===== src/hdl/rv_pipe_cfg.svh =====
// rv_pipe configuration
// widths, reset fetch address and the bubble instruction word

`ifndef RV_PIPE_CFG_SVH
`define RV_PIPE_CFG_SVH

// data and address width
`define XLEN 32

// architectural registers, x0 included
`define REG_COUNT 32

// first fetch address after reset
`define RESET_PC 32'h0000_0000

// addi x0, x0, 0
// fills the fetch register while it holds no instruction
`define NOP_INST 32'h0000_0013

`endif

===== src/hdl/rv_pipe_pkg.sv =====
// rv_pipe shared types
// opcode and alu encodings, instruction word views,
// stage packets and the status code

`include "rv_pipe_cfg.svh"

package rv_pipe_pkg;

    typedef logic [`XLEN-1:0] word_t;
    typedef logic [$clog2(`REG_COUNT)-1:0] reg_idx_t;

    // major opcodes of the supported subset
    typedef enum logic [6:0] {
        op_reg    = 7'b0110011,
        op_imm    = 7'b0010011,
        op_branch = 7'b1100011,
        op_system = 7'b1110011
    } opcode_e;

    typedef enum logic [2:0] {
        alu_add,
        alu_sub,
        alu_and,
        alu_or,
        alu_xor,
        alu_slt
    } alu_op_e;

    ////////////////////////////////////////////////////////////
    // instruction word, register and immediate views
    ////////////////////////////////////////////////////////////

    typedef struct packed {
        logic [6:0] funct7;
        reg_idx_t   rs2;
        reg_idx_t   rs1;
        logic [2:0] funct3;
        reg_idx_t   rd;
        opcode_e    opcode;
    } inst_r_t;

    typedef struct packed {
        logic [11:0] imm;
        reg_idx_t    rs1;
        logic [2:0]  funct3;
        reg_idx_t    rd;
        opcode_e     opcode;
    } inst_i_t;

    // branch offset is spread over the funct7 and rd fields of the r view
    typedef union packed {
        inst_r_t r;
        inst_i_t i;
    } inst_u;

    ////////////////////////////////////////////////////////////
    // stage packets
    ////////////////////////////////////////////////////////////

    typedef struct packed {
        logic  valid;
        word_t pc;
        inst_u inst;
    } if_id_t;

    typedef struct packed {
        logic     valid;
        word_t    pc;
        reg_idx_t rs1;
        reg_idx_t rs2;
        reg_idx_t rd;
        word_t    rs1_val;
        word_t    rs2_val;
        word_t    imm;
        logic     use_imm;
        alu_op_e  alu_op;
        logic     is_branch;
        logic     branch_on_equal;
        logic     is_wfi;
        logic     illegal;
    } id_ex_t;

    typedef struct packed {
        logic     valid;
        word_t    pc;
        reg_idx_t rd;
        word_t    result;
        logic     writes_rd;
        logic     is_wfi;
        logic     illegal;
    } ex_wb_t;

    // execute back to fetch and decode
    typedef struct packed {
        logic  take;
        word_t target;
        logic  stop;
    } redirect_t;

    typedef struct packed {
        logic     valid;
        word_t    pc;
        reg_idx_t rd;
        word_t    data;
        logic     writes_rd;
    } commit_t;

    typedef enum logic [1:0] {
        no_error,
        halted_on_wfi,
        illegal_inst
    } pipe_status_e;

endpackage


===== src/hdl/rv_pipe.sv =====
// rv_pipe
// four-stage rv32i integer core: fetch, decode, execute, retire

module rv_pipe (
    input  logic                      clk,
    input  logic                      rst,
    output rv_pipe_pkg::word_t        imem_addr,
    input  rv_pipe_pkg::word_t        imem_data,
    output rv_pipe_pkg::commit_t      commit,
    output rv_pipe_pkg::pipe_status_e status,
    output rv_pipe_pkg::word_t        retire_count
);
    import rv_pipe_pkg::*;

    // stage packets
    if_id_t    if_id;
    id_ex_t    id_ex;
    ex_wb_t    ex_wb;
    redirect_t redirect;

    // register file read ports
    reg_idx_t  rs1_idx;
    reg_idx_t  rs2_idx;
    word_t     rs1_val;
    word_t     rs2_val;

    ////////////////////////////////////////////////////////////
    // stages
    ////////////////////////////////////////////////////////////

    rv_fetch u_fetch (
        .clk       (clk),
        .rst       (rst),
        .imem_addr (imem_addr),
        .imem_data (imem_data),
        .redirect  (redirect),
        .if_id     (if_id)
    );

    // write port is the commit packet
    rv_regfile u_regfile (
        .clk     (clk),
        .rst     (rst),
        .rs1_idx (rs1_idx),
        .rs2_idx (rs2_idx),
        .rs1_val (rs1_val),
        .rs2_val (rs2_val),
        .wr      (commit)
    );

    rv_decode u_decode (
        .clk      (clk),
        .rst      (rst),
        .if_id    (if_id),
        .redirect (redirect),
        .rs1_idx  (rs1_idx),
        .rs2_idx  (rs2_idx),
        .rs1_val  (rs1_val),
        .rs2_val  (rs2_val),
        .id_ex    (id_ex)
    );

    rv_execute u_execute (
        .clk      (clk),
        .rst      (rst),
        .id_ex    (id_ex),
        .redirect (redirect),
        .ex_wb    (ex_wb)
    );

    rv_retire u_retire (
        .clk          (clk),
        .rst          (rst),
        .ex_wb        (ex_wb),
        .commit       (commit),
        .status       (status),
        .retire_count (retire_count)
    );

endmodule


===== src/hdl/rv_retire.sv =====
// rv_retire
// commit port and register write, run/halt/fault status,
// retired instruction count

module rv_retire (
    input  logic                      clk,
    input  logic                      rst,
    input  rv_pipe_pkg::ex_wb_t       ex_wb,
    output rv_pipe_pkg::commit_t      commit,
    output rv_pipe_pkg::pipe_status_e status,
    output rv_pipe_pkg::word_t        retire_count
);
    import rv_pipe_pkg::*;

    pipe_status_e status_q;
    word_t        count_q;

    // same packet feeds the regfile write port
    assign commit = '{valid:     ex_wb.valid,
                      pc:        ex_wb.pc,
                      rd:        ex_wb.rd,
                      data:      ex_wb.result,
                      writes_rd: ex_wb.writes_rd};

    // no_error is the running state
    // leaves it once, then holds until reset
    always_ff @(posedge clk) begin
        if (rst) begin
            status_q <= no_error;
        end else if (status_q == no_error && ex_wb.valid) begin
            if (ex_wb.illegal) begin
                status_q <= illegal_inst;
            end else if (ex_wb.is_wfi) begin
                status_q <= halted_on_wfi;
            end
        end
    end

    // one per commit beat
    always_ff @(posedge clk) begin
        if (rst) begin
            count_q <= '0;
        end else if (commit.valid) begin
            count_q <= count_q + word_t'(1);
        end
    end

    assign status       = status_q;
    assign retire_count = count_q;

endmodule


===== src/hdl/rv_execute.sv =====
// rv_execute
// forwarding from the retire entry, alu, beq/bne resolution,
// stop on wfi or illegal, and the execute/retire register

module rv_execute (
    input  logic                   clk,
    input  logic                   rst,
    input  rv_pipe_pkg::id_ex_t    id_ex,
    output rv_pipe_pkg::redirect_t redirect,
    output rv_pipe_pkg::ex_wb_t    ex_wb
);
    import rv_pipe_pkg::*;

    word_t  op_a;
    word_t  op_b_reg;
    word_t  op_b;
    word_t  alu_res;
    logic   equal;
    ex_wb_t ex_wb_d;

    ////////////////////////////////////////////////////////////
    // operand forwarding
    ////////////////////////////////////////////////////////////

    // older instruction sits in ex_wb this cycle
    // distance two is covered by regfile write-through
    function automatic word_t forward(reg_idx_t idx, word_t reg_val, ex_wb_t older);
        if (older.valid && older.writes_rd && (older.rd != '0) && (older.rd == idx)) begin
            return older.result;
        end
        return reg_val;
    endfunction

    assign op_a     = forward(id_ex.rs1, id_ex.rs1_val, ex_wb);
    assign op_b_reg = forward(id_ex.rs2, id_ex.rs2_val, ex_wb);
    assign op_b     = id_ex.use_imm ? id_ex.imm : op_b_reg;

    ////////////////////////////////////////////////////////////
    // alu
    ////////////////////////////////////////////////////////////

    always_comb begin
        case (id_ex.alu_op)
            alu_sub: alu_res = op_a - op_b;
            alu_and: alu_res = op_a & op_b;
            alu_or:  alu_res = op_a | op_b;
            alu_xor: alu_res = op_a ^ op_b;
            // signed compare
            alu_slt: alu_res = word_t'($signed(op_a) < $signed(op_b));
            default: alu_res = op_a + op_b;
        endcase
    end

    // branch compare always on the two registers
    assign equal = (op_a == op_b_reg);

    // beq takes on equal, bne on not equal
    assign redirect.take   = id_ex.valid & id_ex.is_branch
                           & (equal == id_ex.branch_on_equal);
    assign redirect.target = id_ex.pc + id_ex.imm;
    assign redirect.stop   = id_ex.valid & (id_ex.is_wfi | id_ex.illegal);

    always_comb begin
        ex_wb_d.valid     = id_ex.valid;
        ex_wb_d.pc        = id_ex.pc;
        ex_wb_d.rd        = id_ex.rd;
        ex_wb_d.result    = alu_res;
        // branches, wfi and illegal words leave the register file alone
        ex_wb_d.writes_rd = ~(id_ex.is_branch | id_ex.is_wfi | id_ex.illegal);
        ex_wb_d.is_wfi    = id_ex.is_wfi;
        ex_wb_d.illegal   = id_ex.illegal;
    end

    // execute/retire register
    always_ff @(posedge clk) begin
        ex_wb <= ex_wb_d;
        if (rst) begin
            ex_wb.valid <= 1'b0;
        end
    end

endmodule


===== src/hdl/rv_decode.sv =====
// rv_decode
// decodes the rv32i subset, builds immediates, reads the register
// file and loads the decode/execute register

module rv_decode (
    input  logic                   clk,
    input  logic                   rst,
    input  rv_pipe_pkg::if_id_t    if_id,
    input  rv_pipe_pkg::redirect_t redirect,
    output rv_pipe_pkg::reg_idx_t  rs1_idx,
    output rv_pipe_pkg::reg_idx_t  rs2_idx,
    input  rv_pipe_pkg::word_t     rs1_val,
    input  rv_pipe_pkg::word_t     rs2_val,
    output rv_pipe_pkg::id_ex_t    id_ex
);
    import rv_pipe_pkg::*;

    // funct12 of wfi, all other fields zero
    localparam logic [11:0] wfi_funct12 = 12'h105;

    inst_u  inst;
    word_t  imm_i;
    word_t  imm_b;
    logic   is_wfi_word;
    id_ex_t id_ex_d;

    assign inst = if_id.inst;

    // register reads straight from the word, unused fields are harmless
    assign rs1_idx = inst.r.rs1;
    assign rs2_idx = inst.r.rs2;

    ////////////////////////////////////////////////////////////
    // immediates
    ////////////////////////////////////////////////////////////

    assign imm_i = {{($bits(word_t) - 12){inst.i.imm[11]}}, inst.i.imm};

    // b-type: imm[12|10:5] in funct7, imm[4:1|11] in rd
    assign imm_b = {{($bits(word_t) - 13){inst.r.funct7[6]}},
                    inst.r.funct7[6],
                    inst.r.rd[0],
                    inst.r.funct7[5:0],
                    inst.r.rd[4:1],
                    1'b0};

    assign is_wfi_word = (inst.i.imm == wfi_funct12) && (inst.i.rs1 == '0)
                      && (inst.i.funct3 == 3'b000) && (inst.i.rd == '0);

    ////////////////////////////////////////////////////////////
    // control decode
    ////////////////////////////////////////////////////////////

    always_comb begin
        id_ex_d         = '0;
        id_ex_d.valid   = if_id.valid;
        id_ex_d.pc      = if_id.pc;
        id_ex_d.rs1     = inst.r.rs1;
        id_ex_d.rs2     = inst.r.rs2;
        id_ex_d.rd      = inst.r.rd;
        id_ex_d.rs1_val = rs1_val;
        id_ex_d.rs2_val = rs2_val;
        id_ex_d.imm     = imm_i;
        id_ex_d.alu_op  = alu_add;

        case (inst.r.opcode)
            op_reg: begin
                // funct7 and funct3 together
                case ({inst.r.funct7, inst.r.funct3})
                    10'b0000000_000: id_ex_d.alu_op = alu_add;
                    10'b0100000_000: id_ex_d.alu_op = alu_sub;
                    10'b0000000_111: id_ex_d.alu_op = alu_and;
                    10'b0000000_110: id_ex_d.alu_op = alu_or;
                    10'b0000000_100: id_ex_d.alu_op = alu_xor;
                    10'b0000000_010: id_ex_d.alu_op = alu_slt;
                    default:         id_ex_d.illegal = 1'b1;
                endcase
            end
            op_imm: begin
                id_ex_d.use_imm = 1'b1;
                case (inst.i.funct3)
                    3'b000:  id_ex_d.alu_op = alu_add;
                    3'b111:  id_ex_d.alu_op = alu_and;
                    3'b110:  id_ex_d.alu_op = alu_or;
                    3'b100:  id_ex_d.alu_op = alu_xor;
                    // slti and shifts are outside the subset
                    default: id_ex_d.illegal = 1'b1;
                endcase
            end
            op_branch: begin
                id_ex_d.is_branch = 1'b1;
                id_ex_d.imm       = imm_b;
                case (inst.r.funct3)
                    3'b000:  id_ex_d.branch_on_equal = 1'b1;
                    3'b001:  id_ex_d.branch_on_equal = 1'b0;
                    default: id_ex_d.illegal = 1'b1;
                endcase
            end
            op_system: begin
                // only wfi, no csr access
                if (is_wfi_word) begin
                    id_ex_d.is_wfi = 1'b1;
                end else begin
                    id_ex_d.illegal = 1'b1;
                end
            end
            default: id_ex_d.illegal = 1'b1;
        endcase
    end

    // decode/execute register, redirect kills the entry
    always_ff @(posedge clk) begin
        id_ex <= id_ex_d;
        if (rst || redirect.take || redirect.stop) begin
            id_ex.valid <= 1'b0;
        end
    end

endmodule


===== src/hdl/rv_regfile.sv =====
// rv_regfile
// 32 x XLEN register file, x0 reads as zero,
// same-cycle write is returned on the read ports

module rv_regfile (
    input  logic                  clk,
    input  logic                  rst,
    input  rv_pipe_pkg::reg_idx_t rs1_idx,
    input  rv_pipe_pkg::reg_idx_t rs2_idx,
    output rv_pipe_pkg::word_t    rs1_val,
    output rv_pipe_pkg::word_t    rs2_val,
    input  rv_pipe_pkg::commit_t  wr
);
    import rv_pipe_pkg::*;

    word_t regs [2**$bits(reg_idx_t)];
    logic  wr_en;

    // x0 never written so it keeps its reset zero
    assign wr_en = wr.valid & wr.writes_rd & (wr.rd != '0);

    // one read port with bypass from the retire write
    function automatic word_t read_port(reg_idx_t idx);
        if (wr_en && (wr.rd == idx)) begin
            return wr.data;
        end
        return regs[idx];
    endfunction

    always_comb begin
        rs1_val = read_port(rs1_idx);
        rs2_val = read_port(rs2_idx);
    end

    // all registers clear on reset
    always_ff @(posedge clk) begin
        if (rst) begin
            for (int i = 0; i < 2**$bits(reg_idx_t); i++) begin
                regs[i] <= '0;
            end
        end else if (wr_en) begin
            regs[wr.rd] <= wr.data;
        end
    end

endmodule


===== src/hdl/rv_fetch.sv =====
// rv_fetch
// program counter with branch redirect and a permanent stop,
// plus the fetch/decode register

`include "rv_pipe_cfg.svh"

module rv_fetch (
    input  logic                   clk,
    input  logic                   rst,
    output logic [`XLEN-1:0]       imem_addr,
    input  logic [`XLEN-1:0]       imem_data,
    input  rv_pipe_pkg::redirect_t redirect,
    output rv_pipe_pkg::if_id_t    if_id
);
    import rv_pipe_pkg::*;

    word_t pc;
    logic  stopped;
    logic  flush;
    logic  running;

    // branch or stop kills the word fetched this cycle
    assign flush = redirect.take | redirect.stop;
    assign running = ~stopped & ~flush;

    // memory answers within the cycle
    assign imem_addr = pc;

    // pc and stop flag
    always_ff @(posedge clk) begin
        if (rst) begin
            pc      <= `RESET_PC;
            stopped <= 1'b0;
        end else if (redirect.stop) begin
            // wfi or illegal in execute, hold until reset
            stopped <= 1'b1;
        end else if (redirect.take) begin
            pc <= redirect.target;
        end else if (!stopped) begin
            pc <= pc + word_t'(4);
        end
    end

    // fetch/decode register
    always_ff @(posedge clk) begin
        if (rst) begin
            if_id.valid <= 1'b0;
            if_id.inst  <= `NOP_INST;
        end else begin
            if_id.valid <= running;
            // bubble word when stopped or flushed
            if_id.inst  <= running ? imem_data : `NOP_INST;
        end
        if_id.pc <= pc;
    end

endmodule


===== config.mk =====
export PLATFORM = sky130hd
export DESIGN_NAME = rv_pipe
export DESIGN_NICKNAME = d
export VERILOG_FILES = /design/src/hdl/rv_pipe_pkg.sv /design/src/hdl/rv_pipe.sv /design/src/hdl/rv_retire.sv /design/src/hdl/rv_execute.sv /design/src/hdl/rv_decode.sv /design/src/hdl/rv_regfile.sv /design/src/hdl/rv_fetch.sv
export VERILOG_INCLUDE_DIRS = /design/src /design/src/hdl
export SDC_FILE = /design/constraint.sdc
export NUM_CORES = 2
export LEC_CHECK = 0
export BUFFER_PORTS_ARGS = -buffer_cell sky130_fd_sc_hd__buf_2
export CAP_MARGIN = 20
export CORE_ASPECT_RATIO = 1.2
export CORE_MARGIN = 1
export CORE_UTILIZATION = 55
export CTS_CLUSTER_SIZE = 40
export DETAILED_ROUTE_END_ITERATION = 7
export GPL_TIMING_DRIVEN = 0
export PLACE_DENSITY = 0.82
export SETUP_SLACK_MARGIN = 0.2
export SYNTH_ARGS = -nofsm -noshare
export SYNTH_HDL_FRONTEND = slang
export SYNTH_SLANG_ARGS = --single-unit

===== constraint.sdc =====
create_clock -name clk -period 7.05 [get_ports clk]
set_input_delay 0 -clock clk [delete_from_list [all_inputs] [get_ports clk]]
set_output_delay 0 -clock clk [all_outputs]
set_load 0.01 [all_outputs]

==> flow_summary.ini <==
[grt]
grt_start_max_net_pins = 28
grt_antenna_before_repair = 21
grt_pass1_wl_um = 391000
overflow = 0
grt_use_total = 0.413
first_global_vias = 55100

[setup_path]
regToRegSetupSlack_ns = -0.03
reg2reg_from = u_execute.ex_wb[38]
crit_path_end_kind = register
crit_fanout = 10
r2r_end = u_fetch.if_id[14]
crit_type = reg -> reg
startpoint = u_execute.ex_wb[38]
arrival_ns = 7.81
setup.worst_path.start_class = register
r2r_cells = 18
required_ns = 7.78

[sta]
fin_ws_ns = -0.0257
fin_skew_ns = 0.0298
tns_ns = -0.0505
max-slew-margin-rel = 0.0804
post-route-min-period_ns = 7.08
finalSetupViolCount = 4
worst_slew_pin_slew_ns = 1.38
slew_violations = 0
layout_worst_path_cycle_share = 1.00
rsz0062_at_grt = no
hold_viol = 0
max_freq_mhz = 141

[clocking]
clock_path_buffers = 3
clock_latency_ns = 0.81
clock-sinks = 1362
cts_made_buffers = 136
cts_root_buffer = clkbuf_16
cts_tree = done
htreeDepth = 4
path_clk_slew_ns = 0.06
postCtsSetupRepairBufs = 0

[synthesis]
muxShareOfSynthArea = 0.211
synthCells = 5626
synthDistinctLibCells = 82
synth_fa_ha_area_frac = 0.0227
synth-compound-area-share = 0.0619
synth_top_area_share = 0.418
synth-async-reset-ratio = 0
ys_warn_count = 0
avgSynthCellArea_um2 = 13.1
synth_top_family_by_area = multiplexers
syn_area_um2 = 73600
synth-edff-count = 1024
synth_seq_cells = 1362
synthTopCellsByArea = edfxtp_1, mux4_2, dfxtp_1
synth_top_area_cell = edfxtp_1
yosysSeqAreaShare = 0.509
synth_xor_area_frac = 0.0151
ys.flop_type = edfxtp_1
synth_simple_gate_area_frac = 0.139

[detailed_routing]
drtPass1Iterations = 8
wl_met2_um = 125000
totalWireLength_um = 280000
top_layer = met5
final_antenna_net_count = 0
vias_per_cell = 7.07
via_count = 56700
wl_met3_um = 43500
drc = 50
wl_met1_um = 79700
post_drt_wl_per_cell_um = 35.0
drtIter0Drc = 10000

[placement]
gp_congestion = 1.11
io_buffers = 169
dp.cells = 7670
dp_hpwl_um = 196000
pre_cts_ws_ns = -0.504

[floorplan]
start_util = 0.556
num_rows = 146
fp.dieH_um = 403
io_pins = 171
fp.coreArea_um2 = 132000
die_w_um = 336
die-area_um2 = 135000

[final_layout]
mostFrequentLayoutCells = edfxtp_1, and2_1, mux4_2, clkbuf_1, dfxtp_1
finalNonFillerCells = 8020
final_common_cell = edfxtp_1
final_nets = 6289
final_util = 0.637
syn2layout_area_growth_pct = 14.5
drive_above_1_share = 0.208
num-fill-cells = 9196

[power]
ir_drop_mv = 0.202
p_leak_nw = 30.9
power.density_nw_per_um2 = 291
design_power_total_w = 0.0246

[run_status]
failed_checks = DRC, setup timing
status = finished with violations

[worst_hold_path]
hold_depth = 3
hold_path.class = in -> reg
holdPathEnd = u_fetch.if_id[28]
worstHoldStart = imem_data[28]

[run]
maxCapViolCount = 0
[power by group]
| part | total [W] | leakage [nW] | internal (W) | switching [W] |
|---|---|---|---|---|
| clock | 0.00763 | 2.22 | 0.00432 | 0.00331 |
| combinational | 0.00737 | 15.4 | 0.00242 | 0.00495 |
| sequential | 0.00957 | 13.3 | 0.00906 | 0.000510 |
| total | 0.0246 | 30.9 | 0.0158 | 0.00877 |
[critical path, cell delays in order, from the launching register on]
cell       delay, ns
dfxtp_1         0.57
or3_1           0.16
buf_2           0.34
o311a_4         0.29
and3_1          0.22
buf_2           0.25
buf_1           0.51
clkbuf_1        0.60
nor3_1          0.11
a2111oi_0       0.88
a211oi_1        0.15
and4_1          0.35
a31oi_1         0.58
or3_1           0.20
clkbuf_1        0.29
nand3_1         0.20
inv_1           0.25
clkbuf_1        0.76
and2_1          0.28
[routing by layer]
metal | GRT usage | vias to the layer above
met3 | 0.175 | 1708
met2 | 0.623 | 5847
met1 | 0.441 | 27100
met4 | 0.366 | 30
li1 | - | 22000
met5 | 0.0115 | -
[cell families (layout without fill, tap and decap cells)]
family          Yosys count  after routing
compound gates          710            710
xor+xnor                127            127
fa+ha+maj               132            132
buf+inv                 721           1289
flops                  1362           1362
mux                     750            750
other cells               1             51
simple gates           1823           1823
[registers in the layout, indices dropped and copies added, names as in the netlist]
register and count:
u_fetch.stopped 1, u_retire.retire_count 32, u_fetch.imem_addr 32, u_regfile.regs 1024, u_retire.status 2, u_execute.ex_wb 73, u_fetch.if_id 65, u_decode.id_ex 133
[synth_stat cells, drive strengths merged, types with 75 or more instances]
master	instances
nand2	212
o21ai	150
dfxtp	338
inv	124
buf	162
mux2i	93
ha	129
mux4	640
edfxtp	1024
and2	1022
clkbuf	432
xor2	75
nor2	266
a21oi	223
[cell type report]
| cell class | count | area [um^2] | area share |
|---|---|---|---|
| Antenna cell | 19 | 47.5 | 0.000564 |
| Buffer | 593 | 2560 | 0.0304 |
| Clock buffer | 182 | 3880 | 0.0460 |
| Clock inverter | 58 | 656 | 0.00778 |
| Inverter | 127 | 477 | 0.00565 |
| Multi-Input combinational cell | 3574 | 33600 | 0.399 |
| Sequential cell | 1362 | 37500 | 0.445 |
| Tap cell | 1776 | 2220 | 0.0264 |
| Timing Repair Buffer | 329 | 3320 | 0.0393 |
[worst max path at each step]
stage                                        end  slack, ns  cells past startpoint
after floorplan              u_execute.ex_wb[34]       1.89                     21
after global placement    u_regfile.regs[24][15]      -1.77                      7
after detailed placement     u_execute.ex_wb[34]      -0.50                     22
after CTS                    u_execute.ex_wb[34]       0.29                     21
after global routing           u_fetch.if_id[15]       0.20                     18
final                          u_fetch.if_id[14]      -0.03                     18
[what timing repair did]
item | 4_1_cts | 5_1_grt
endpoints found under the hold margin | 38 | 0
hold buffers | 53 | 0
resized for setup | 11 | 18
pin swaps | 0 | 0
setup endpoints to repair | 15 | 21
[per-stage QoR]
stage	cell area [um^2]	hold slack [ns]
after floorplan	73800	0.101
after global placement	76800	0.199
after detailed placement	78500	0.203
after CTS	83600	0.00743
after global routing	84300	0.0183
final	84300	0.0261
Power figures use the tool's default switching activity.
